**config.mk**
```make
export PLATFORM = sky130hd
export DESIGN_NAME = timer_counter
export DESIGN_NICKNAME = d
export VERILOG_FILES = /design/src/logic/timer_counter.sv
export SDC_FILE = /design/constraint.sdc
export NUM_CORES = 1
export LEC_CHECK = 0
export BUFFER_PORTS_ARGS = -buffer_cell sky130_fd_sc_hd__buf_2
export CAP_MARGIN = 20
export CORE_MARGIN = 3
export CORE_UTILIZATION = 52
export DETAILED_ROUTE_END_ITERATION = 8
export PLACE_DENSITY = 0.89
export SYNTH_ARGS = -nofsm -noshare
export SYNTH_HDL_FRONTEND = slang
export SYNTH_SLANG_ARGS = --single-unit
```
**constraint.sdc**
```tcl
create_clock -name clock -period 2.5 [get_ports clock]
set_clock_uncertainty 0.15 [all_clocks]
set_input_delay 0.125 -clock clock [delete_from_list [all_inputs] [get_ports clock]]
set_output_delay 0.125 -clock clock [all_outputs]
set_load 0.02 [all_outputs]
```
**src/logic/timer_counter.sv**
```systemverilog
`timescale 1ns/1ps
`default_nettype none

module timer_counter #(
    parameter int TIME_W = 32
) (
    input  wire              clock,
    input  wire              rst_n_i,
    input  wire              ctrl_en_i,
    input  wire              ctrl_irqen_i,
    input  wire [TIME_W-1:0] cmp_i,
    output logic [TIME_W-1:0] mtime_o,
    output logic              irq_o
);

    always_ff @(posedge clock or negedge rst_n_i) begin
        if (!rst_n_i) begin
            mtime_o <= '0;
            irq_o   <= 1'b0;
        end else begin
            if (ctrl_en_i) mtime_o <= mtime_o + 1'b1;
            irq_o <= ctrl_irqen_i && (mtime_o >= cmp_i);    // Level, not edge
        end
    end

endmodule

`default_nettype wire

```
# Word-level counts from Yosys, hierarchy flattened
# Index checks and enable logic that the tools add are counted.
dict set report word_totals {
  in_bits 36
  output_inout_bits 33
  word_cells 5
  ff_bits 33
}
dict set report op_classes {
  add_sub_neg 1
  n_lt_le_gt_ge 1
  n_reduce_logical 1
}
# op n
set op_table {}
lappend op_table {{$add A32 B1 Y32 const B} 1}
lappend op_table {{$ge A32 B32 Y1} 1}
lappend op_table {{$logic_and A1 B1 Y1} 1}

# Depth between registers and ports, before layout
# Gate-level depths: netlist of run 1.
dict set report logic_depth {
  ltp_word 2
  ltp_mapped 7
  ltp_nobuf 7
}

# Worst setup path before layout of run 1
# OpenSTA, ideal clock, no wires.
dict set report synth_timing {
  kind {register to register}
  startpoint {register mtime_o[0]}
  endpoint {register irq_o}
  setup_time_ps 127
  n_path_buf 0
  arrival_time_ps 1750
  path_stages_with_launch 8
  required_time_ps 2223
  period_less_slack_ps 2027
  slack_ps 473
  cell_sequence {dfrtp_1 > inv_1 > ha_1 > nand2b_1 > a2111oi_0 > o21ai_0 > a211oi_1 > o31ai_1}
}
dict set report synth_between {
  elab_chain_len 2
}
# item line_no
set synth_rtl {}
lappend synth_rtl {{start, declared} 12} ;# output logic [TIME_W-1:0] mtime_o,
lappend synth_rtl {{start signal, assigned} 21} ;# if (ctrl_en_i) mtime_o <= mtime_o + 1'b1;
lappend synth_rtl {{$ge A32 B32 Y1} 22} ;# irq_o <= ctrl_irqen_i && (mtime_o >= cmp_i);
lappend synth_rtl {{$logic_and A1 B1 Y1} 22}
lappend synth_rtl {{end signal, assigned} 22}
lappend synth_rtl {{end, declared} 13} ;# output logic irq_o
# Every way passes these cells.
# A chain may end at the register's enable or synchronous reset.

# Worst setup path after layout of run 1
# Same ends and word-level chain as after synthesis.

==> flow_summary.toml, run 1 <==
[synthesis]
ys_warn_count = 0
ys_async_sr_fraction_pct = 100
synth_ff_type = "dfrtp_1"
yosysSeqAreaShare_pct = 36.8
syn_avg_cell_area_um2 = 9.89
synth-seq-cells = 33
synth_nets = 296
synth.top_cell.area_share_pct = 36.8
syn_area_um2 = 2240
post-synth-top-area-cell = "dfrtp_1"
yosys-top-cells-count = "33 x dfrtp_1, 33 x ha_1, 33 x inv_1, 20 x nand2_1, 19 x xnor2_1"
ys_types = 32
synth_edf_count = 0
synthCells = 227
synthTopCellsByArea = "dfrtp_1 37%, ha_1 18%, xnor2_1 7.4%, inv_1 5.5%, xor2_1 4.3%"

[cts]
clkSinkCount = 33
clock_latency_ns = 0.28
clkSlewWorstSetupHoldPaths_ns = 0.06
holdBufCountCts = 3
ctsRootBufferMaster = "clkbuf_8"
cts_buffers = 5
cts_setup_buffers = 0
cts_resized = 0
clockBufferDepth = 2
htree_levels = 2
cts_tree = "built"

[global_routing]
grt.total_usage_pct = 20.2
grt_pass1_wl_mm = 8.26
grt_pass1_vias = 1846
grt_max_degree = 34
grt_overflow_total = 0
grt_antenna_before_repair = 0

[min_path]
hp-class = "input port to flop"
whs_endpoint = "irq_o"
hp-start = "cmp_i[31]"
hold_path_depth = 6

[sta]
tightestPinTransition_ns = 0.713
tns_ns = 0
period_minus_slack_ns = 2.25
timing.fmax_ghz = 0.444
rsz0062_at_grt = "false"
relSlewSlack_pct = 52.5
hold_viol_final = 0
finalCritPeriodShare_pct = 90.1
drv_slew = 0
finalSetupViolCount = 0

[setup_path]
path_class = "flop to flop"
cp_num_buf_inv = 1
crit_required_ns = 2.51
critical_path.cell_chain = "inv_1 -> ha_1 -> nand2b_1 -> a2111oi_0 -> o21ai_0 -> a211oi_1 -> o31ai_1"
worstReg2RegEnd = "irq_o"
crit_slowest_cell = "dfrtp_1"
critPathCaptureType = "flop"
cpPeakStageDelay_ns = 0.47
rr_startpoint = "mtime_o[0]"
r2r_slack_ns = 0.25
crit_fanout = 7
cp.arrival_ns = 2.26
start_kind = "flop"
reg2regPathDepth = 7
crit_family = "compound AO/OA/AOI/OAI gates"

[placed_design]
gp_congestion = 0.778
hpwl_mm = 3.90
port_buffers = 68

[floorplanning]
die_h_um = 71.7
die_x_um = 71.7
core-area_um2 = 4090
start_util_pct = 54.9
dieArea_um2 = 5140
row_count = 23
num_io_pins = 69

[routing]
first_iter_violations = 62
vias_per_cell = 5.34
ant_nets = 0
drc = 0
routedWlPerCell_um = 13.5
totalWireLength_mm = 4.81
drt_pass1_iterations = 4
num_vias = 1900

[outcome]
status = "completed"

[run]
max_cap_viol_count = 0

[finish]
area_delta_synth_final_pct = 23.8
drive_gt1_share_pct = 27.8
fin_nets = 374
n_antenna_cell = 0
num-fill-cells = 337
utilization_pct = 68.0

[pwr]
ir_drop_v = 0.000587
powerDensity_nw_per_um2 = 555
p_leak_nw = 1.64
-- per-layer routing --
| metal | GRT usage, % | part of all wire [%] | up-vias |
|---|---|---|---|
| met5 | 0 | 0 | - |
| met4 | 6.26 | 1.6 | 0 |
| met3 | 4.49 | 4.9 | 8 |
| met2 | 35.6 | 51 | 42 |
| met1 | 24.5 | 42 | 905 |
| li1 | - | - | 945 |
-- registers in the layout, indices dropped and copies added, names as in the netlist --
name     cells
irq_o        1
mtime_o     32
-- layout make-up --
cell class	instances	area (um^2)	area share, %
clock buffers	7	96.3	3.47
repair buffers	71	370	13.3
clock inverters	1	5.00	0.180
flip-flops and latches	33	826	29.7
well taps	50	62.6	2.25
inverters	33	124	4.46
multi-input cells	161	1290	46.6
-- power breakdown --
| group | leakage (nW) | internal, mW | switching [mW] |
|---|---|---|---|
| Combinational | 1.13 | 0.183 | 0.229 |
| Sequential | 0.449 | 0.589 | 0.110 |
| Clock | 0.0542 | 0.248 | 0.182 |
| Total | 1.64 | 1.02 | 0.522 |
-- cell families (layout without fill, tap and decap cells) --
group / Yosys count / count (layout) / synth area share, %
fa+ha+maj: 33 / 33 / 18.4
buf+inv: 33 / 112 / 5.52
flops: 33 / 33 / 36.8
compound gates: 24 / 24 / 7.02
mux: 1 / 1 / 0.502
simple gates: 72 / 72 / 19.3
xor+xnor: 31 / 31 / 12.4
-- worst max-delay path by stage --
stage,startpoint,endpoint,depth (start not counted)
after floorplan,mtime_o[0],irq_o,7
after global placement,mtime_o[0],irq_o,7
after detailed placement,mtime_o[0],irq_o,7
after CTS,mtime_o[0],irq_o,7
after global routing,mtime_o[0],irq_o,7
final,mtime_o[0],irq_o,7
-- worst reg2reg max path, stage by stage (launching register included) --
cell,delay [ns]
dfrtp_1,0.47
inv_1,0.07
ha_1,0.26
nand2b_1,0.14
a2111oi_0,0.43
o21ai_0,0.19
a211oi_1,0.29
o31ai_1,0.12
-- metrics by stage --
step                      setup WS [ns]  hold WS [ns]  power (mW)  cells  area [um^2]
after floorplan                   0.473        -0.321       0.954    227         2240
after global placement            0.500        0.0592        1.10    345         2650
after detailed placement          0.267        0.0654        1.11    345         2650
after CTS                         0.262         0.267        1.56    356         2780
after global routing             0.0404         0.296        1.64    356         2780
final                             0.249         0.266        1.54    356         2780
-- placed cells by master, fill, tap and decap left out, drive strengths merged, types with 3 or more instances in the layout --
master / instances
a21oi: 10
and3: 5
and4: 5
buf: 68
clkbuf: 7
dfrtp: 33
dlygate4sd3: 3
ha: 33
inv: 33
nand2: 20
nand3: 12
nand4: 13
nor2: 9
nor3: 3
o21ai: 3
xnor2: 19
xor2: 12
(Power assumes the default switching activity.)
==> run 2, diff against run 1 <==
--- a/config.mk
+++ b/config.mk
@@ -10,6 +10,7 @@
 export CORE_MARGIN = 3
 export CORE_UTILIZATION = 52
 export DETAILED_ROUTE_END_ITERATION = 8
+export MAX_ROUTING_LAYER = met4
 export PLACE_DENSITY = 0.89
 export SYNTH_ARGS = -nofsm -noshare
 export SYNTH_HDL_FRONTEND = slang
==> flow_summary.toml, run 2 (synthesized netlist as in run 1, its figures left out) <==
[finish]
multi_input_area_um2 = 1290
final_area_um2 = 2780
area_delta_synth_final_pct = 23.8
num-fill-cells = 337
regArea_um2 = 826
largest_register_ffs = 32
reg.largest.list = "mtime_o x32, irq_o x1"
mostFrequentLayoutCell = "buf_2"
drive_gt1_share_pct = 27.8
utilization_pct = 68.0
n_antenna_cell = 0
mostFrequentLayoutCells = "68 x buf_2, 33 x inv_1, 33 x ha_1, 33 x dfrtp_1, 20 x nand2_1"
fin_nets = 374
top_register = "mtime_o"
instances_no_fill = 356

[floorplanning]
die_x_um = 71.7
die_h_um = 71.7
start_util_pct = 54.9
core-area_um2 = 4090
row_count = 23
dieArea_um2 = 5140
num_io_pins = 69

[min_path]
whs_endpoint = "irq_o"
hold_path_depth = 6
hp-class = "input port to flop"
hp-start = "cmp_i[31]"

[routing]
vias_per_cell = 5.35
totalWireLength_mm = 4.80
ant_nets = 0
drc = 0
num_vias = 1903
drt_pass1_iterations = 4
first_iter_violations = 69
routedWlPerCell_um = 13.5

[pwr]
p_leak_nw = 1.64
combPwrFrac_pct = 26.7
p_sw_share_pct = 33.8
power.switching_uw = 522
seqPwrFrac_pct = 45.4
ir_drop_v = 0.000587
p_int_mw = 1.02
power_frac_clock_pct = 27.9
powerDensity_nw_per_um2 = 555
total_power_mw = 1.54

[setup_path]
cpPeakStageDelay_ns = 0.47
crit_slowest_cell = "dfrtp_1"
critical_path.cell_chain = "inv_1 -> ha_1 -> nand2b_1 -> a2111oi_0 -> o21ai_0 -> a211oi_1 -> o31ai_1"
critPathCaptureType = "flop"
cp.arrival_ns = 2.26
worstReg2RegEnd = "irq_o"
start_kind = "flop"
crit_fanout = 7
path_class = "flop to flop"
rr_startpoint = "mtime_o[0]"
r2r_slack_ns = 0.25
reg2regPathDepth = 7
crit_required_ns = 2.51

[global_routing]
grt_max_degree = 34
grt_antenna_before_repair = 0
grt.total_usage_pct = 20.8
grt_pass1_vias = 1844
grt_overflow_total = 0
grt_pass1_wl_mm = 8.26

[sta]
rsz0062_at_grt = "false"
tns_ns = 0
finalSetupViolCount = 0
drv_slew = 0
hold_viol_final = 0
timing.fmax_ghz = 0.444
finalCritPeriodShare_pct = 90.1
holdWs_ns = 0.267
tightestPinTransition_ns = 0.705
fin_ws_ns = 0.247
relSlewSlack_pct = 53.0
period_minus_slack_ns = 2.25

[cts]
clock_latency_ns = 0.28
clkSlewWorstSetupHoldPaths_ns = 0.06
cts_tree = "built"
clockBufferDepth = 2
ctsRootBufferMaster = "clkbuf_8"
htree_levels = 2
cts_buffers = 5
clkSinkCount = 33

[run]
max_cap_viol_count = 0

[placed_design]
gp_congestion = 0.789
pre_cts_slack_ns = 0.267
place_area_um2 = 2650
dpl.cell_count = 345
hpwl_mm = 3.90
port_buffers = 68

[outcome]
status = "completed"
run 2: cell counts in the layout (fill, tap and decap cells not counted):
No cell type changed its count.
run 2: repair_timing:
action | in CTS | in global routing
hold buffers | 3 | 0
endpoints found under the setup margin | 0 | 0
resized for setup | 0 | 0
endpoints found under the hold margin | 35 | 0
setup buffers | 0 | 0
run 2: area by class of cell:
cell class | instances | share of cell area, %
clock buffer | 7 | 3.47
sequential | 33 | 29.7
inverter | 33 | 4.46
timing repair buffer | 71 | 13.3
tap | 50 | 2.25
clock inverter | 1 | 0.180
multi-input combinational | 161 | 46.6
run 2: power by group through the flow:
stage	registers, mW	clock network [mW]	logic, mW
6_report	0.700	0.431	0.412
5_1_grt	0.715	0.463	0.460
4_1_cts	0.700	0.440	0.415
3_5_place_dp	0.709	0	0.406
3_3_place_gp	0.704	0	0.392
2_1_floorplan	0.757	0	0.196
run 2: worst max-delay path: cells and delay by family (launching register included):
family                     cells  cell delay [ns]
AOI/OAI and AO/OA              4             1.03
DFF                            1             0.47
adders and majority gates      1             0.26
and+or+nand+nor                1             0.14
buffers and inverters          1             0.07
run 2: how the worst max path moves through the flow:
stage,startpoint,endpoint,slack [ns]
2_1_floorplan,mtime_o[0],irq_o,0.47
3_3_place_gp,mtime_o[0],irq_o,0.50
3_5_place_dp,mtime_o[0],irq_o,0.27
4_1_cts,mtime_o[0],irq_o,0.26
5_1_grt,mtime_o[0],irq_o,0.04
6_report,mtime_o[0],irq_o,0.25
run 2: layer usage:
layer | global-route usage (%) | up-vias | wire, um | part of all wire [%]
met4 | 6.26 | 0 | 78 | 1.6
met5 | - | - | 0 | 0
met1 | 24.6 | 908 | 2030 | 42
li1 | - | 945 | - | -
met2 | 35.5 | 42 | 2450 | 51
met3 | 4.49 | 8 | 233 | 4.9
