**config.mk**
```make
export PLATFORM = sky130hd
export DESIGN_NAME = uart_port
export DESIGN_NICKNAME = d
export VERILOG_FILES = /design/src/logic/bus_pkg.sv /design/src/logic/soc_map_pkg.sv /design/src/logic/uart_port.sv
export SDC_FILE = /design/constraint.sdc
export NUM_CORES = 1
export LEC_CHECK = 0
export BUFFER_PORTS_ARGS = -buffer_cell sky130_fd_sc_hd__buf_2
export CELL_PAD_IN_SITES_DETAIL_PLACEMENT = 2
export CELL_PAD_IN_SITES_GLOBAL_PLACEMENT = 2
export CORE_MARGIN = 2
export CORE_UTILIZATION = 21
export DETAILED_ROUTE_END_ITERATION = 16
export PLACE_DENSITY = 0.9
export SLEW_MARGIN = 20
export SYNTH_ARGS = -nofsm -noshare
export SYNTH_HDL_FRONTEND = slang
export SYNTH_SLANG_ARGS = --single-unit
```
**constraint.sdc**
```tcl
create_clock -name clock -period 3.3 [get_ports clock]
set_clock_uncertainty 0.1 [all_clocks]
set_input_delay 0.495 -clock clock [delete_from_list [all_inputs] [get_ports clock]]
set_output_delay 0.495 -clock clock [all_outputs]
set_load 0.02 [all_outputs]
```
**src/logic/bus_pkg.sv**
```systemverilog
`default_nettype none

package bus_pkg;

    localparam int ADDR_W = 32;
    localparam int DATA_W = 32;

    typedef struct packed {
        logic [ADDR_W-1:0] addr;    // Byte address, word aligned
        logic [DATA_W-1:0] wdata;
        logic              we;
    } bus_req_t;

    typedef struct packed {
        logic [DATA_W-1:0] rdata;
        logic              err;     // Unmapped address or illegal register
    } bus_rsp_t;

    // Also used as index into the per-target req/ack vectors
    typedef enum logic [1:0] {
        TGT_RAM   = 2'd0,
        TGT_UART  = 2'd1,
        TGT_TIMER = 2'd2,
        TGT_NONE  = 2'd3
    } target_e;

endpackage

`default_nettype wire
```
**src/logic/soc_map_pkg.sv**
```systemverilog
`default_nettype none

package soc_map_pkg;

    localparam logic [bus_pkg::ADDR_W-1:0] RAM_BASE    = 32'h8000_0000;
    localparam logic [bus_pkg::ADDR_W-1:0] UART_BASE   = 32'h1000_0000;
    localparam logic [bus_pkg::ADDR_W-1:0] TIMER_BASE  = 32'h0200_0000;
    localparam logic [bus_pkg::ADDR_W-1:0] REGION_MASK = 32'hFFF0_0000;    // Top 12 bits

    localparam logic [bus_pkg::ADDR_W-1:0] UART_DATA_OFS = 32'h0;
    localparam logic [bus_pkg::ADDR_W-1:0] UART_STAT_OFS = 32'h4;

    localparam logic [bus_pkg::ADDR_W-1:0] TMR_CTRL_OFS = 32'h0;
    localparam logic [bus_pkg::ADDR_W-1:0] TMR_CMP_OFS  = 32'h4;
    localparam logic [bus_pkg::ADDR_W-1:0] TMR_TIME_OFS = 32'h8;

    localparam int TMR_CTRL_EN_BIT    = 0;    // Counter runs
    localparam int TMR_CTRL_IRQEN_BIT = 1;    // Compare raises irq

endpackage

`default_nettype wire

```
**src/logic/uart_port.sv**
```systemverilog
`timescale 1ns/1ps
`default_nettype none

module uart_port (
    input  wire                    clock,
    input  wire                    rst_n_i,
    input  wire                    req_i,
    input  wire bus_pkg::bus_req_t req_data_i,
    input  wire                    uart_rx_valid_i,
    input  wire [7:0]              uart_rx_ch_i,
    output logic                   ack_o,
    output bus_pkg::bus_rsp_t      rsp_o,
    output logic                   uart_tx_valid_o,
    output logic [7:0]             uart_tx_ch_o
);

    logic [bus_pkg::ADDR_W-1:0] ofs;
    logic [bus_pkg::DATA_W-1:0] rd_word;
    logic [7:0]                 rx_ch_q;
    logic                       rx_full_q;
    logic                       rx_overrun_q;
    logic                       start;
    logic                       is_data;
    logic                       is_stat;
    logic                       rd_data;
    logic                       rd_stat;
    logic                       wr_data;
    logic                       rx_keep;

    assign ofs     = req_data_i.addr & ~soc_map_pkg::REGION_MASK;
    assign start   = req_i && !ack_o;
    assign is_data = ofs == soc_map_pkg::UART_DATA_OFS;
    assign is_stat = ofs == soc_map_pkg::UART_STAT_OFS;
    assign rd_data = start && !req_data_i.we && is_data;
    assign rd_stat = start && !req_data_i.we && is_stat;
    assign wr_data = start && req_data_i.we && is_data;
    assign rx_keep = rx_full_q && !rd_data;    // Holding register stays occupied

    always_comb begin
        rd_word = '0;
        if (is_data) rd_word[7:0] = rx_ch_q;
        if (is_stat) rd_word[1:0] = {rx_overrun_q, rx_full_q};
    end

    always_ff @(posedge clock or negedge rst_n_i) begin
        if (!rst_n_i) begin
            ack_o           <= 1'b0;
            uart_tx_valid_o <= 1'b0;
            rx_full_q       <= 1'b0;
            rx_overrun_q    <= 1'b0;
        end else begin
            ack_o           <= req_i;
            uart_tx_valid_o <= wr_data;    // One pulse per data write
            rx_full_q       <= rx_keep || uart_rx_valid_i;
            if (uart_rx_valid_i && rx_keep) begin
                rx_overrun_q <= 1'b1;      // Character dropped
            end else if (rd_stat) begin
                rx_overrun_q <= 1'b0;
            end
        end
    end

    always_ff @(posedge clock) begin
        if (uart_rx_valid_i && !rx_keep) rx_ch_q <= uart_rx_ch_i;
        if (wr_data) uart_tx_ch_o <= req_data_i.wdata[7:0];
        if (start) begin
            rsp_o.rdata <= req_data_i.we ? '0 : rd_word;
            rsp_o.err   <= !is_data && !is_stat;
        end
    end

    a_tx_single_pulse: assert property (@(posedge clock) disable iff (!rst_n_i)
        uart_tx_valid_o |=> !uart_tx_valid_o);

endmodule

`default_nettype wire

```
# Yosys cells after proc, flatten, opt, wreduce, memory -nomap -nowiden
# Index checks and enable logic that the tools add are counted.
totals:
  out_inout_bits: 43
  elab_cells: 36
  reg_bits: 53
op_classes:
  n_eq_ne: 1
  reduce_logical: 20
  bitwise_logic: 1
  n_mux: 4
ops:
  columns: ["cell", "n"]
  rows:
  - ["logical NOT 32 bit", 1]
  - ["== test 20 x 3 -> 1 bit, second input constant", 1]
  - ["logical AND 1 bit", 10]
  - ["two-way mux 8 bit", 1]
  - ["logical NOT 1 bit", 6]
  - ["two-way mux 1 bit", 2]
  - ["two-way mux 2 bit", 1]
  - ["nonzero test 2 bit", 1]
  - ["OR reduction 2 bit", 1]
  - ["logical OR 1 bit", 1]
  - ["NOT 1 bit", 1]

# Depth between registers and ports, before layout
logic_depth:
  ltp_word: 8
  ltp_mapped: 5
  ltp_nobuf: 4

# Worst setup path before layout
# No wires, ideal clock.
synth_timing:
  path_type: "input to register"
  start: "input req_data_i[52] (netlist bit)"
  end: "register rx_ch_q[0] (enable)"
  setup_ns: 0.332
  arrival_ns: 1.513
  cell_stages: 4
  path_slack_ns: 1.355
  t_required_ns: 2.868
  path_cell_list: "nor4_2 -> nand3_2 -> o31ai_2 -> and2_1"
synth_between:
  elab_chain_cells: 6
synth_rtl:
  columns: ["item", "line_no", "text"]
  rows:
  - ["start: declaration", "uart_port.sv:8", "input wire bus_pkg::bus_req_t req_data_i,"]
  - ["logical NOT 32 bit", "uart_port.sv:32", "assign is_data = ofs == soc_map_pkg::UART_DATA_OFS;"]
  - ["logical AND 1 bit", "uart_port.sv:34", "assign rd_data = start && !req_data_i.we && is_data;"]
  - ["logical NOT 1 bit", "uart_port.sv:37", "assign rx_keep = rx_full_q && !rd_data;"]
  - ["logical AND 1 bit", "uart_port.sv:37", null]
  - ["logical NOT 1 bit", "uart_port.sv:64", "if (uart_rx_valid_i && !rx_keep) rx_ch_q <= uart_rx_ch_i;"]
  - ["logical AND 1 bit", "uart_port.sv:64", null]
  - ["end signal: assignment", "uart_port.sv:64", null]
  - ["end: declaration", "uart_port.sv:19", "logic [7:0] rx_ch_q;"]
# No other way between the ends.
# A chain may end at the register's enable or synchronous reset.

# Final worst setup path
layout_timing:
  start: "input req_data_i[37] (netlist bit)"
  end: "register uart_tx_ch_o[4] (enable)"
layout_between:
  elab_chain_cells: 2
layout_rtl:
  columns: ["item", "line_no", "text"]
  rows:
  - ["logical NOT 32 bit", "uart_port.sv:32", null]
  - ["logical AND 1 bit", "uart_port.sv:36", "assign wr_data = start && req_data_i.we && is_data;"]
  - ["via wr_data", "uart_port.sv:27", "logic wr_data;"]
  - ["end signal: assignment", "uart_port.sv:65", "if (wr_data) uart_tx_ch_o <= req_data_i.wdata[7:0];"]
  - ["end: declaration", "uart_port.sv:14", "output logic [7:0] uart_tx_ch_o"]
# The timed path passes the listed nets, and every way through them passes these cells.

==> summary.md <==
| Metric | Value |
|---|---|
| Status | complete, no violations |
| Post-layout power | 734 uW |
| Vias in the first global route | 924 |
| Mapped Area | 0.00129 mm^2 |
| Number of non-filler instances in the completed layout | 229 |
| Detailed Routing Iterations Pass 1 | 3 |
| Quantity of I/O buffers inserted on ports | 59 |
| Cell with the most instances after synthesis | edfxtp_1 |
| Global route overflow | 0 |
| Share of Yosys cell area claimed by the top area cell type | 58.0% |
| EDFF count, synth | 25 |
| Antenna diode count | 0 |
| Final Hold Vio Count | 0 |
| Critical Path RT | 3.13 ns |
| Final max-slew violation count | 0 |
| Clock edge transition at the registers on the reported setup and hold paths | 0.05 ns |
| Startpoint-to-endpoint class of the critical path | input port to flip-flop |
| Worst slack at placement | 0.847 ns |
| Net count reported at finish | between 200 and 250 |
| Unrepaired setup endpoints after global routing | false |
| End point of the critical path | uart_tx_ch_o[4] |
| Pwr dens | 439 mW/mm^2 |
| Inst Count DP | between 200 and 250 |
| Maximum buffer depth of the clock tree | 2 |
| DP Wirelength | 2480 um |
| Area of the placeable core | between 0.005 and 0.006 mm^2 |
| Tcrit/Tclk final | 63.9% |
| Leak | 0.000717 uW |
| MaxCap Viol Count | 0 |
| Synth Instances | 89 |
| Layout Area Growth over Synthesis | 29.2% |
| Synth warn | 0 |
| Number of placed I/O pins | between 100 and 150 |
| Buffer cell driving the clock tree root | clkbuf_8 |
| Most used flip-flop cell after synthesis | edfxtp_1 |
| Share of flip-flops with an asynchronous set or reset after synthesis | 13.8% |
| Worst setup startpoint | req_data_i[37] |
| Die Height | between 80 and 90 um |
| Average detailed-routed wire length per instance | roughly 13 um |
| GRT Max-Usage Layer | met2 |
| DRC violation count after routing | 0 |
| Post-synth cell types | 22 |
| IR Drop Worst-Case VDD | 0.197 mV |
| Accumulated negative setup slack | 0 ns |
| Starting density of the core | 21.7% |
| Average via count per standard cell | about 3.8 |
| Post-synthesis sequential element count | 29 |
| Critical path launch point type | input port |
| Post-Synthesis Mean Instance Area | 14.6 um^2 |
| Max frequency | 474 MHz |
| Clock Power Share | around a third |
| Weighted congestion at the end of routability-driven global placement | 0.619 |
| Met1 track demand over resource | 7.23% |
| Switching Power | 167 uW |
| FF-to-FF End | rx_ch_q[6] |
| Fill count | 666 |
| Global Route met2 Usage | 17.5% |
| Fraction of layout instances using a drive strength above 1 | approximately 47% |
| Time the worst path needs with I/O delays and setup | roughly 2.1 ns |
| RR Startpoint | ack_o |
| Share of total power in sequential cells | 54.8% |
| Antenna violations before repair | 0 |
| R2R cell count | 3 |
| Clock tree from TritonCTS | yes |
| Count of final setup violators | 0 |
| FF-to-FF setup slack | 1.56 ns |
| Logic gate share of total power | ~10% |
| Number of sinks on the clock net | 29 |
| Critical path endpoint category | flip-flop |
| Total GRT Usage | 8.81% |
| Critical path arrival | between 1.5 and 2 ns |
| Switching share of power | 22.8% |
| Sequential cell area | around 850 um^2 |
| Maximum fanout along the worst path | 9 |
| Wire length of the first global-routing pass | 4280 um |
| Synth cell count leaders | edfxtp_1 (25), buf_4 (24), and3_1 (4), dfrtp_1 (4) |
| Via total after detailed routing | between 800 and 900 |
| Iter 0 DRT Violations | 11 |
| Internal power | roughly 570 uW |
| TritonCTS Buffers | 5 |
| Register area share after synthesis | 65.7% |
| Standard-cell rows | 28 |
| Die area | slightly below 0.007 mm^2 |
| Pin count of the biggest net entering global routing | 10 |
| Final wirelength | just under 3000 um |
| Main area contributors after synthesis | edfxtp_1 (58%), buf_4 (14%), dfrtp_1 (7.7%), and4bb_2 (2.9%), and3_1 (1.9%) |
| Clock insertion delay at the later pin of the skew report | 0.27 ns |
| Final setup slack of the worst path | 1.19 ns |
| Hold WC Path Type | input port to flip-flop |
| Global-route track usage on met3 | 3.70% |
| CTS HTree Levels | 2 |
| Cell accounting for the most synthesized area | edfxtp_1 |
| DRT antenna net count | 0 |
| Area of combinational cells with multiple inputs | roughly 340 um^2 |
| Chip Width | 82.5 um |
==> layout make-up <==
class / instances / share of cell area, %
Sequential cell: 29 / 50.9
Clock inverter: 1 / 0.224
Tap cell: 75 / 5.61
Multi-Input combinational cell: 56 / 20.3
Timing Repair Buffer: 60 / 18.2
Inverter: 2 / 0.449
Clock buffer: 6 / 4.34
==> cells in the final DEF (no fill, tap or decap), types with 2 or more instances in the layout <==
cell type   n
clkbuf_8    5
dfrtp_1     4
nand2b_1    2
nand2_1     2
conb_1     24
buf_2      59
a21oi_1     3
and3_1      4
nor4_1      3
and4bb_2    3
mux2i_1     2
edfxtp_1   25
nor4_2      2
nor2_1      3
nor3_1      2
inv_1       2
==> flip-flops by register name (all words and copies together) (netlist names) <==
| register | cells |
|---|---|
| rsp_o | 9 |
| rx_ch_q | 8 |
| uart_tx_ch_o | 8 |
| ack_o | 1 |
| rx_full_q | 1 |
| rx_overrun_q | 1 |
| uart_tx_valid_o | 1 |
==> worst min path at each step <==
stage                                  to  slack, ns    start  cells after the start
final                               ack_o       0.24    req_i                      1
after global routing                ack_o       0.23    req_i                      1
after CTS                           ack_o       0.23    req_i                      1
after detailed placement  uart_tx_valid_o       0.21  rst_n_i                      1
after global placement    uart_tx_valid_o       0.20  rst_n_i                      1
after floorplan                     ack_o        0.1  rst_n_i                      0
==> kinds of logic (layout without fill, tap and decap cells) <==
kind of cell | count (synthesis) | in the layout | synth area share, %
AOI/OAI and AO/OA | 4 | 4 | 2.13
buffers and inverters | 27 | 69 | 14.8
DFF | 29 | 29 | 65.7
muxes | 2 | 2 | 1.55
other | 1 | 24 | 0.290
and+or+nand+nor | 26 | 26 | 15.6
==> metal layers <==
layer / up-vias / share of wire, %
met5: - / 0
met4: 0 / 2.0
met3: 6 / 9.5
met2: 47 / 57
met1: 415 / 31
li1: 402 / -
==> per-stage QoR <==
| stage | instance area, um^2 | hold WS [ns] | util (%) |
|---|---|---|---|
| 6_report | 1670 | 0.242 | 28.1 |
| 5_1_grt | 1670 | 0.227 | 28.1 |
| 3_3_place_gp | 1590 | 0.201 | 26.6 |
| 4_1_cts | 1670 | 0.231 | 28.1 |
| 3_5_place_dp | 1590 | 0.213 | 26.6 |
| 2_1_floorplan | 1380 | 0.0994 | - |
==> critical path, cell delays in order <==
cell and delay, ns:
buf_2 0.10, nor4_1 0.46, nand2_1 0.22, nor2_4 0.22
and3_1 0.44
==> power by group through the flow <==
stage               Combinational, uW  Sequential, uW  Clock (uW)
finish                           73.4             403         258
global route                     79.8             403         287
CTS                              73.8             403         270
detailed placement               72.9             410           0
global placement                 69.9             410           0
floorplan                        55.1             415           0
==> repair_timing <==
action,CTS,global route
hold buffers,1,0
gates resized for setup,0,0
endpoints found under the hold margin,4,0
buffers inserted,0,0
endpoints found under the setup margin,0,0
No activity file was read; power rests on OpenSTA's default activity.
