===== src/logic/bus_pkg.sv =====
`default_nettype none

package bus_pkg;

    localparam int ADDR_W = 32;
    localparam int DATA_W = 32;

    typedef struct packed {
        logic [ADDR_W-1:0] addr;    // Byte address, word aligned
        logic [DATA_W-1:0] wdata;
        logic              we;
    } bus_req_t;

    typedef struct packed {
        logic [DATA_W-1:0] rdata;
        logic              err;     // Unmapped address or illegal register
    } bus_rsp_t;

    // Also used as index into the per-target req/ack vectors
    typedef enum logic [1:0] {
        TGT_RAM   = 2'd0,
        TGT_UART  = 2'd1,
        TGT_TIMER = 2'd2,
        TGT_NONE  = 2'd3
    } target_e;

endpackage

`default_nettype wire

===== src/logic/soc_map_pkg.sv =====
`default_nettype none

package soc_map_pkg;

    localparam logic [bus_pkg::ADDR_W-1:0] RAM_BASE    = 32'h8000_0000;
    localparam logic [bus_pkg::ADDR_W-1:0] UART_BASE   = 32'h1000_0000;
    localparam logic [bus_pkg::ADDR_W-1:0] TIMER_BASE  = 32'h0200_0000;
    localparam logic [bus_pkg::ADDR_W-1:0] REGION_MASK = 32'hFFF0_0000;    // Top 12 bits

    localparam logic [bus_pkg::ADDR_W-1:0] UART_DATA_OFS = 32'h0;
    localparam logic [bus_pkg::ADDR_W-1:0] UART_STAT_OFS = 32'h4;

    localparam logic [bus_pkg::ADDR_W-1:0] TMR_CTRL_OFS = 32'h0;
    localparam logic [bus_pkg::ADDR_W-1:0] TMR_CMP_OFS  = 32'h4;
    localparam logic [bus_pkg::ADDR_W-1:0] TMR_TIME_OFS = 32'h8;

    localparam int TMR_CTRL_EN_BIT    = 0;    // Counter runs
    localparam int TMR_CTRL_IRQEN_BIT = 1;    // Compare raises irq

endpackage

`default_nettype wire


===== src/logic/bus_decoder.sv =====
`timescale 1ns/1ps
`default_nettype none

module bus_decoder (
    input  wire                          clock,
    input  wire                          rst_n_i,
    input  wire                          host_req_i,
    input  wire bus_pkg::bus_req_t       host_req_data_i,
    input  wire [2:0]                    tgt_ack_i,
    input  wire bus_pkg::bus_rsp_t [2:0] tgt_rsp_i,
    output logic                         host_ack_o,
    output bus_pkg::bus_rsp_t            host_rsp_o,
    output wire [2:0]                    tgt_req_o
);

    logic [bus_pkg::ADDR_W-1:0] region;
    bus_pkg::target_e           addr_tgt;
    bus_pkg::target_e           sel_q;
    bus_pkg::target_e           cur_tgt;
    logic                       active_q;
    logic [3:0]                 req_q;         // Targets plus unmapped responder
    logic                       none_ack_q;
    logic [3:0]                 ack_all;
    bus_pkg::bus_rsp_t          none_rsp;
    bus_pkg::bus_rsp_t          cur_rsp;

    assign region = host_req_data_i.addr & soc_map_pkg::REGION_MASK;

    always_comb begin
        case (region)
            soc_map_pkg::RAM_BASE:   addr_tgt = bus_pkg::TGT_RAM;
            soc_map_pkg::UART_BASE:  addr_tgt = bus_pkg::TGT_UART;
            soc_map_pkg::TIMER_BASE: addr_tgt = bus_pkg::TGT_TIMER;
            default:                 addr_tgt = bus_pkg::TGT_NONE;
        endcase
    end

    assign cur_tgt  = active_q ? sel_q : addr_tgt;    // Choice frozen once started
    assign ack_all  = {none_ack_q, tgt_ack_i};
    assign none_rsp = '{rdata: '0, err: 1'b1};
    assign tgt_req_o = req_q[2:0];

    always_comb begin
        case (sel_q)
            bus_pkg::TGT_RAM:   cur_rsp = tgt_rsp_i[bus_pkg::TGT_RAM];
            bus_pkg::TGT_UART:  cur_rsp = tgt_rsp_i[bus_pkg::TGT_UART];
            bus_pkg::TGT_TIMER: cur_rsp = tgt_rsp_i[bus_pkg::TGT_TIMER];
            default:            cur_rsp = none_rsp;
        endcase
    end

    always_ff @(posedge clock or negedge rst_n_i) begin
        if (!rst_n_i) begin
            sel_q      <= bus_pkg::TGT_NONE;
            active_q   <= 1'b0;
            req_q      <= '0;
            none_ack_q <= 1'b0;
            host_ack_o <= 1'b0;
        end else begin
            if (host_req_i && !active_q) begin
                sel_q    <= addr_tgt;
                active_q <= 1'b1;
            end else if (!host_req_i && req_q == '0 && !ack_all[sel_q]) begin
                active_q <= 1'b0;                     // Target ack has fallen
            end
            req_q      <= host_req_i ? (4'b0001 << cur_tgt) : 4'b0000;
            none_ack_q <= req_q[bus_pkg::TGT_NONE];
            host_ack_o <= ack_all[sel_q];
        end
    end

    always_ff @(posedge clock) begin
        host_rsp_o <= cur_rsp;
    end

    // No target sees a request while another still holds its ack
    a_one_target: assert property (@(posedge clock) disable iff (!rst_n_i)
        $onehot0(req_q | ack_all));

    // Ack cannot start without a pending request upstream
    a_ack_needs_req: assert property (@(posedge clock) disable iff (!rst_n_i)
        !host_req_i && !host_ack_o |=> !host_ack_o);

endmodule

`default_nettype wire


===== config.mk =====
export PLATFORM = sky130hd
export DESIGN_NAME = bus_decoder
export DESIGN_NICKNAME = d
export VERILOG_FILES = /design/src/logic/bus_pkg.sv /design/src/logic/soc_map_pkg.sv /design/src/logic/bus_decoder.sv
export SDC_FILE = /design/constraint.sdc
export NUM_CORES = 1
export LEC_CHECK = 0
export ABC_AREA = 1
export BUFFER_PORTS_ARGS = -buffer_cell sky130_fd_sc_hd__buf_2
export CORE_AREA = 2 2 79 81
export DETAILED_ROUTE_END_ITERATION = 16
export DIE_AREA = 0 0 81 83
export PLACE_DENSITY_LB_ADDON = 0.3
export SYNTH_ARGS = -nofsm -noshare
export SYNTH_HDL_FRONTEND = slang
export SYNTH_SLANG_ARGS = --single-unit

===== constraint.sdc =====
create_clock -name clock -period 1.65 [get_ports clock]
set_input_delay 0.0825 -clock clock [delete_from_list [all_inputs] [get_ports clock]]
set_output_delay 0.0825 -clock clock [all_outputs]
set_load 0.01 [all_outputs]

# ---- Yosys cells after proc, flatten, opt, wreduce, memory -nomap -nowiden
# Cells that the tools add are included.
dict set report word_totals {
  reg_bits 42
  in_bits 170
  output_inout_bits 37
  word_cells 31
}
dict set report op_classes {
  magnitude_cmp 1
  eq_ne 5
  shifts 1
  mux 8
  reduce_logical 9
}
# cell count
set op_table {}
lappend op_table {{33-bit one-hot mux with 3 select lines} 1}
lappend op_table {{12-bit equality test (second input constant)} 1}
lappend op_table {{12-bit by 6-bit equality test with 1-bit output (second input constant)} 1}
lappend op_table {{12-bit by 9-bit equality test with 1-bit output (second input constant)} 1}
lappend op_table {{2-bit one-hot mux with 3 select lines} 1}
lappend op_table {{4-bit zero test} 1}
lappend op_table {{4-bit 2-to-1 mux} 1}
lappend op_table {{1-bit by 2-bit << shifter with 4-bit output (first input constant)} 1}
lappend op_table {{1-bit logical AND} 3}
lappend op_table {{1-bit zero test} 3}
lappend op_table {{2-bit by 3-bit < comparator with 1-bit output (second input constant)} 1}
lappend op_table {{1-bit 2-to-1 mux} 3}
lappend op_table {{1-bit binary-select mux with 2-bit select} 1}
lappend op_table {{2-bit by 1-bit equality test with 1-bit output (second input constant)} 1}
lappend op_table {{2-bit equality test (second input constant)} 1}
lappend op_table {{2-bit zero test} 1}
lappend op_table {{2-bit 2-to-1 mux} 1}
lappend op_table {{2-bit nonzero test} 1}

# ---- Longest topological paths before layout
# Gate-level depths: netlist of run 1.
dict set report depth {
  depth_word 6
  mapped_depth 9
}

# ---- Least setup slack after synthesis of run 1
# Ideal clock, no wire load.
dict set report synth_timing {
  path_kind {flip-flop to flip-flop}
  from {reg sel_q[1]}
  to {reg active_q}
  arrival_ns 1.108
  required_ns 1.533
  setup_slack_ns 0.426
  path_stages_with_launch 7
  path_buffers 1
  synth_period_minus_slack_ns 1.224
  path_cell_list {dfstp_2 buf_2 nor2_4 a22oi_1 nand3_1 nand2_1 nand2_1}
}
dict set report synth_via {
  elab_chain_len 5
}
# element line
set synth_rtl {}
lappend synth_rtl {{from (decl)} bus_decoder.sv:18} ;# bus_pkg::target_e sel_q;
lappend synth_rtl {{from (signal assigned)} bus_decoder.sv:54} ;# sel_q <= bus_pkg::TGT_NONE;
lappend synth_rtl {{from (signal assigned)} bus_decoder.sv:61} ;# sel_q <= addr_tgt;
lappend synth_rtl {{1-bit binary-select mux with 2-bit select} bus_decoder.sv:63} ;# end else if (!host_req_i && req_q == '0 && !ack_all[sel_q]) begin
lappend synth_rtl {{1-bit 2-to-1 mux (not written as such)} bus_decoder.sv:63}
lappend synth_rtl {{1-bit zero test} bus_decoder.sv:63}
lappend synth_rtl {{1-bit logical AND} bus_decoder.sv:63}
lappend synth_rtl {{2-bit nonzero test (no source line)} n/a}
lappend synth_rtl {{to (signal assigned)} bus_decoder.sv:55} ;# active_q <= 1'b0;
lappend synth_rtl {{to (signal assigned)} bus_decoder.sv:62} ;# active_q <= 1'b1;
lappend synth_rtl {{to (signal assigned)} bus_decoder.sv:64} ;# active_q <= 1'b0;
lappend synth_rtl {{to (decl)} bus_decoder.sv:20} ;# logic active_q;
# Every way passes these cells. The select of a mux whose other input is x is not followed.
# A chain may end at the register's enable or synchronous reset.

==> results of run 1 <==
## final cells by class
class	count	area (µm²)	share of cell area (%)
multi-input cells	191	836	25.5
inverters	11	41.3	1.26
diodes	1	2.50	0.0763
flip-flops and latches	42	888	27.1
clock inverters	2	10.0	0.305
clock buffers	6	93.8	2.86
repair buffers	209	1310	40.1
well taps	75	93.8	2.86
## sequential cells by signal (all words and copies together) (netlist names)
register,cells
host_rsp_o,33
active_q,1
sel_q,2
host_ack_o,1
req_q,4
none_ack_q,1
## worst paths after layout
kind,from,to,slack [ns],cells after the start
max,sel_q[0],host_rsp_o[16],0.21,6
min,tgt_rsp_i[34],host_rsp_o[1],0.007,3
max reg2reg,sel_q[0],host_rsp_o[16],0.21,6
min reg2reg,req_q[3],none_ack_q,0.38,0
max in group asynchronous,rst_n_i,sel_q[1],1.24,2
min in group asynchronous,rst_n_i,req_q[0],0.17,2
## cells in the mapped netlist
| cell | number | area share [%] |
|---|---|---|
| a21boi_2 | 1 | 0.61 |
| a22oi_1 | 1 | 0.41 |
| buf_2 | 7 | 1.9 |
| buf_4 | 6 | 2.4 |
| dfrtp_1 | 7 | 9.5 |
| dfstp_2 | 2 | 2.8 |
| dfxtp_1 | 33 | 36 |
| inv_1 | 9 | 1.8 |
| inv_2 | 2 | 0.41 |
| mux2_2 | 1 | 0.61 |
| nand2_1 | 120 | 24 |
| nand2_2 | 3 | 1.0 |
| nand3_1 | 39 | 11 |
| nand3_2 | 1 | 0.54 |
| nand3b_1 | 1 | 0.41 |
| nor2_1 | 15 | 3.1 |
| nor2_2 | 2 | 0.68 |
| nor2_4 | 3 | 1.8 |
| nor4_1 | 1 | 0.34 |
| o21ai_0 | 3 | 0.81 |
## tightest hold or removal path: cells and delay by family
family / cells / cell delay [ns]
and+or+nand+nor: 2 / 0.11
buffers and inverters: 1 / 0.07
## cells by family after synthesis
family | Yosys count
AOI/OAI and AO/OA | 5
buffers and inverters | 24
DFF | 42
muxes | 1
and+or+nand+nor | 185
## power groups by stage
stage | logic (mW) | clock network (mW) | registers [mW]
floorplan | 0.536 | 0 | 1.67
global placement | 1.23 | 0 | 1.51
detailed placement | 1.24 | 0 | 1.53
CTS | 1.34 | 0.759 | 1.50
global route | 1.49 | 0.797 | 1.54
finish | 1.33 | 0.728 | 1.50
## metrics by stage
step	utilization, %	setup WS (ns)
floorplan	-	0.426
global placement	45.8	0.236
global route	56.3	0.0895
detailed placement	45.8	0.210
finish	56.4	0.212
CTS	56.2	0.198
## metal layers
layer	up-vias	wire length, µm	global-route usage, %
li1	1207	-	-
met1	1008	2810	24.8
met2	130	2900	30.8
met3	7	882	8.37
met4	2	69	5.24
met5	-	13	0
## what timing repair did
action                                 CTS  global route
setup buffers                            0             0
hold buffers                            50             1
endpoints found under the hold margin   36             1
==> flow_summary.json, run 1 <==
{
  "placedCellCount": 477,
  "slowest_delay_ns": 0.60,
  "n_fill_cell": 527,
  "synth_cell_types": 20,
  "drtAntennaViolNets": 0,
  "die-area_mm2": 0.00672,
  "critical_path_class": "reg -> reg",
  "seqPwrFrac_pct": 42.2,
  "slew_headroom_pct": 72.8,
  "final_common_cell": "buf_2",
  "synth-compound-area-share_pct": 1.83,
  "root_buffer": "clkbuf_8",
  "avgSynthCellArea_um2": 7.18,
  "crit_buf_inv": 3,
  "gr-total-overflow": 0,
  "synth-xor-area-share_pct": 0,
  "finalCritPeriodShare_pct": 87.2,
  "grtUsageTotal_pct": 19.7,
  "final_area_mm2": 0.00328,
  "coreArea_mm2": 0.00582,
  "critPathSlowestCell": "dfstp_2",
  "h-tree-depth": 2,
  "ios": 207,
  "wire_per_inst_um": 12.4,
  "grt_pass1_vias": 2252,
  "numPortBuffers": 153,
  "postCtsResizedCells": 0,
  "via_per_inst": 4.38,
  "power.leakage_nw": 1.75,
  "hold_viol_final": 0,
  "wl_um": 6670,
  "gp_congestion": 0.797,
  "hpwl_um": 4880,
  "syn_inst": 257,
  "cp.arrival_ns": 1.61,
  "min_period_ns": 1.44,
  "num_vias": 2354,
  "p_clk_share_pct": 20.4,
  "hold_class": "in -> reg",
  "status": "complete, no violations",
  "fin_cells": 537,
  "die_y_um": 83,
  "die_x_um": 81,
  "swShare_pct": 34.3,
  "peakVddDrop_mv": 0.491,
  "grt_antenna_before_repair": 1,
  "clk-insertion-delay-late_ns": 0.29,
  "drive_gt1_share_pct": 39.3,
  "ys_warn_count": 0,
  "crit_family": "flip-flops",
  "clock_path_buffers": 2,
  "power.density_mw_per_mm2": 1090,
  "start_kind": "flop",
  "initialDrtViolationCount": 46,
  "switching_power_mw": 1.22,
  "crit_required_ns": 1.82,
  "seq_area_frac_synth_pct": 48.1,
  "grt_first_pass_wirelength_um": 10300,
  "synth.area.mux_share_pct": 0.610,
  "drcViolationCount": 0,
  "maxSlewViolCount": 0,
  "synth-adder-area-share_pct": 0,
  "finalPower_mw": 3.56,
  "cp-end-kind": "flop",
  "finalSetupTns_ns": 0,
  "yosys.area_share.simple_pct": 42.8,
  "syn_to_final_growth_pct": 77.7,
  "clk_pin_slew_ns": 0.08,
  "setup_violations": 0,
  "synth_top_family_by_area": "simple AND/OR/NAND/NOR gates",
  "cap_viol_max_count": 0,
  "rsz0062_at_grt": "false",
  "num_rows": 28,
  "worst_pin_slew_ns": 0.407,
  "cts_inserted_buffers": 5,
  "synth.ff_latch_count": 42,
  "clock_sinks": 42,
  "fin_skew_ns": 0.00513,
  "power.combinational.fraction_pct": 37.4,
  "max_freq_ghz": 0.695,
  "dr.pass1.iters": 4,
  "timing.hold.ws_ns": 0.00701,
  "synth_area_mm2": 0.00185,
  "worstPathMaxFanout": 23,
  "cts_tree": "built",
  "initial_utilization_pct": 31.7,
  "layout_common_cells": "153 x buf_2, 120 x nand2_1, 51 x dlygate4sd3_1, 39 x nand3_1, 33 x dfxtp_1",
  "dpl-instance-area_mm2": 0.00266,
  "p_int_mw": 2.34,
  "syn_nets": 427,
  "crit_path_cell_trace": "inv_2 -> nand2_1 -> inv_2 -> buf_4 -> nand2_1 -> nand3_1",
  "grt_max_degree": 24,
  "nets": 630
}
Power figures use the tool's default switching activity.
==> run 2: changes to the inputs <==
--- a/config.mk
+++ b/config.mk
@@ -7,9 +7,9 @@
 export LEC_CHECK = 0
 export ABC_AREA = 1
 export BUFFER_PORTS_ARGS = -buffer_cell sky130_fd_sc_hd__buf_2
-export CORE_AREA = 2 2 79 81
+export CORE_MARGIN = 2
+export CORE_UTILIZATION = 31
 export DETAILED_ROUTE_END_ITERATION = 16
-export DIE_AREA = 0 0 81 83
 export PLACE_DENSITY_LB_ADDON = 0.3
 export SYNTH_ARGS = -nofsm -noshare
 export SYNTH_HDL_FRONTEND = slang
==> constraint.sdc (replaced) <==
create_clock -name clock -period 1.2 [get_ports clock]
set_input_delay 0.06 -clock clock [delete_from_list [all_inputs] [get_ports clock]]
set_output_delay 0.06 -clock clock [all_outputs]
set_load 0.01 [all_outputs]
==> run 2 against run 1 <==
The run now ends with hold timing, setup timing left; combinational power is 74% higher; routed wire length is 20% higher; register-to-register slack got worse by 0.27 ns; non-clock buffer count increased by 47; worst hold slack got worse by 0.0078 ns; sequential power rose by 39%; utilization increased by 9.1 points.
==> flow_summary.json, run 2 (same netlist as run 1, synthesis figures left out) <==
{
  "status": "finished, violations left",
  "violations": "hold timing, setup timing",
  "clk_pin_slew_ns": 0.07,
  "initialDrtViolationCount": 67,
  "final_area_mm2": 0.00383,
  "gp_congestion": 0.747,
  "drcViolationCount": 0,
  "max_freq_ghz": 0.792,
  "crit_top_cell": "nand2_1",
  "coreArea_mm2": 0.00585,
  "finalCoreUtilization_pct": 65.5,
  "largest_reg_flops": 33,
  "fin_cells": 585,
  "nets": 677,
  "timing.hold.ws_ns": -0.000787,
  "crit_buf_inv": 2,
  "syn_to_final_growth_pct": 108,
  "num_vias": 2634,
  "grtUsageTotal_pct": 23.5,
  "cap_viol_max_count": 0,
  "crit_family": "flip-flops",
  "critPathSlowestCell": "dfstp_2",
  "die-area_mm2": 0.00659,
  "finalWorstSetupSlack_ns": -0.0629,
  "maxSlewViolCount": 0,
  "worst_pin_slew_ns": 0.226,
  "critical_path_class": "reg -> reg",
  "hold_viol_final": 1,
  "clock_sinks": 42,
  "num_rows": 28,
  "peakVddDrop_mv": 0.815,
  "wl_um": 8020,
  "finalCritPeriodShare_pct": 105,
  "cts_inserted_buffers": 5,
  "clock_path_buffers": 2,
  "cp.arrival_ns": 1.44,
  "final_common_cell": "buf_2",
  "via_per_inst": 4.50,
  "start_kind": "flop",
  "die_y_um": 81.2,
  "power.density_mw_per_mm2": 1390,
  "rsz0062_at_grt": "true",
  "hpwl_um": 4820,
  "wire_per_inst_um": 13.7,
  "dpl-instance-area_mm2": 0.00273,
  "crit_required_ns": 1.38,
  "worstPathMaxFanout": 4,
  "drive_gt1_share_pct": 39.4,
  "placedCellCount": 482,
  "drtAntennaViolNets": 0,
  "die_x_um": 81.2,
  "grt_max_degree": 31,
  "cts_tree": "built",
  "max_flop_register": "host_rsp_o",
  "grt_antenna_before_repair": 0,
  "finalPower_mw": 5.33,
  "layout_common_cells": "153 x buf_2, 113 x nand2_1, 91 x dlygate4sd3_1, 36 x nand3_1, 33 x dfxtp_1",
  "crit_path_cell_trace": "inv_4 -> nand2_4 -> inv_6 -> a21boi_2 -> nand3_1 -> nand2_1 -> nand2_1",
  "top_regs": "host_rsp_o: 33 flops, req_q: 4 flops, sel_q: 2 flops",
  "setup_violations": 32,
  "slew_headroom_pct": 84.8,
  "h-tree-depth": 2,
  "min_period_ns": 1.26,
  "hold_class": "in -> reg",
  "fin_skew_ns": 0.00425,
  "dr.pass1.iters": 4,
  "numPortBuffers": 153,
  "cp-end-kind": "flop",
  "initial_utilization_pct": 31.5,
  "ios": 207,
  "root_buffer": "clkbuf_8",
  "grt_first_pass_wirelength_um": 11700,
  "power.leakage_nw": 1.98,
  "slowest_delay_ns": 0.61,
  "grt_pass1_vias": 2658,
  "gr-total-overflow": 0,
  "clk-insertion-delay-late_ns": 0.28
}
==> run 2: report_power, final <==
group	switching (mW)	leakage, nW	internal (mW)	total, mW
Clock	0.463	0.0482	0.464	0.927
Sequential	0.198	0.385	1.89	2.09
Combinational	1.20	1.55	1.11	2.31
==> run 2: stage by stage <==
step	setup TNS, ns	worst slack, ns
6_report	-0.887	-0.0629
2_1_floorplan	0	0.0166
3_5_place_dp	-0.706	-0.0687
4_1_cts	-0.894	-0.0685
5_1_grt	-3.08	-0.132
3_3_place_gp	-0.361	-0.0494
==> run 2: worst paths after layout <==
path | depth (start not counted) | slack, ns | start | to
max in group asynchronous | 2 | 0.79 | rst_n_i | sel_q[0]
hold reg to reg | 0 | 0.39 | req_q[3] | none_ack_q
min in group asynchronous | 2 | 0.17 | rst_n_i | host_ack_o
setup / recovery | 7 | -0.06 | sel_q[0] | active_q
setup reg to reg | 7 | -0.06 | sel_q[0] | active_q
hold / removal | 3 | -0.0008 | tgt_ack_i[1] | host_ack_o
==> run 2: final cells by class <==
type	count	area, µm²
Multi-Input combinational cell	191	901
Inverter	11	48.8
Clock inverter	1	5.00
Fill cell	457	2020
Antenna cell	2	5.00
Timing Repair Buffer	256	1800
Clock buffer	7	86.3
Tap cell	75	93.8
Sequential cell	42	888
==> run 2: worst reg2reg max path, stage by stage, from the launching register on <==
cell      delay (ns)
dfstp_2         0.61
inv_4           0.07
nand2_4         0.07
inv_6           0.05
a21boi_2        0.14
nand3_1         0.10
nand2_1         0.08
nand2_1         0.04
==> run 2: repair_timing <==
item | CTS | global route
setup endpoints to repair | 31 | 39
setup buffers | 1 | 2
endpoints found under the hold margin | 43 | 0
gates resized for setup | 5 | 18
hold buffers | 91 | 0
pin swaps | 0 | 7
cloned | 0 | 0
==> run 2: routing by layer <==
metal | part of all wire, % | GRT usage [%] | up-vias | wire, µm
li1 | - | - | 1304 | -
met1 | 35 | 21.3 | 1178 | 2810
met2 | 53 | 47.7 | 130 | 4290
met3 | 8.4 | 6.00 | 22 | 673
met4 | 3.1 | 11.0 | 0 | 249
met5 | 0 | 0 | - | 0
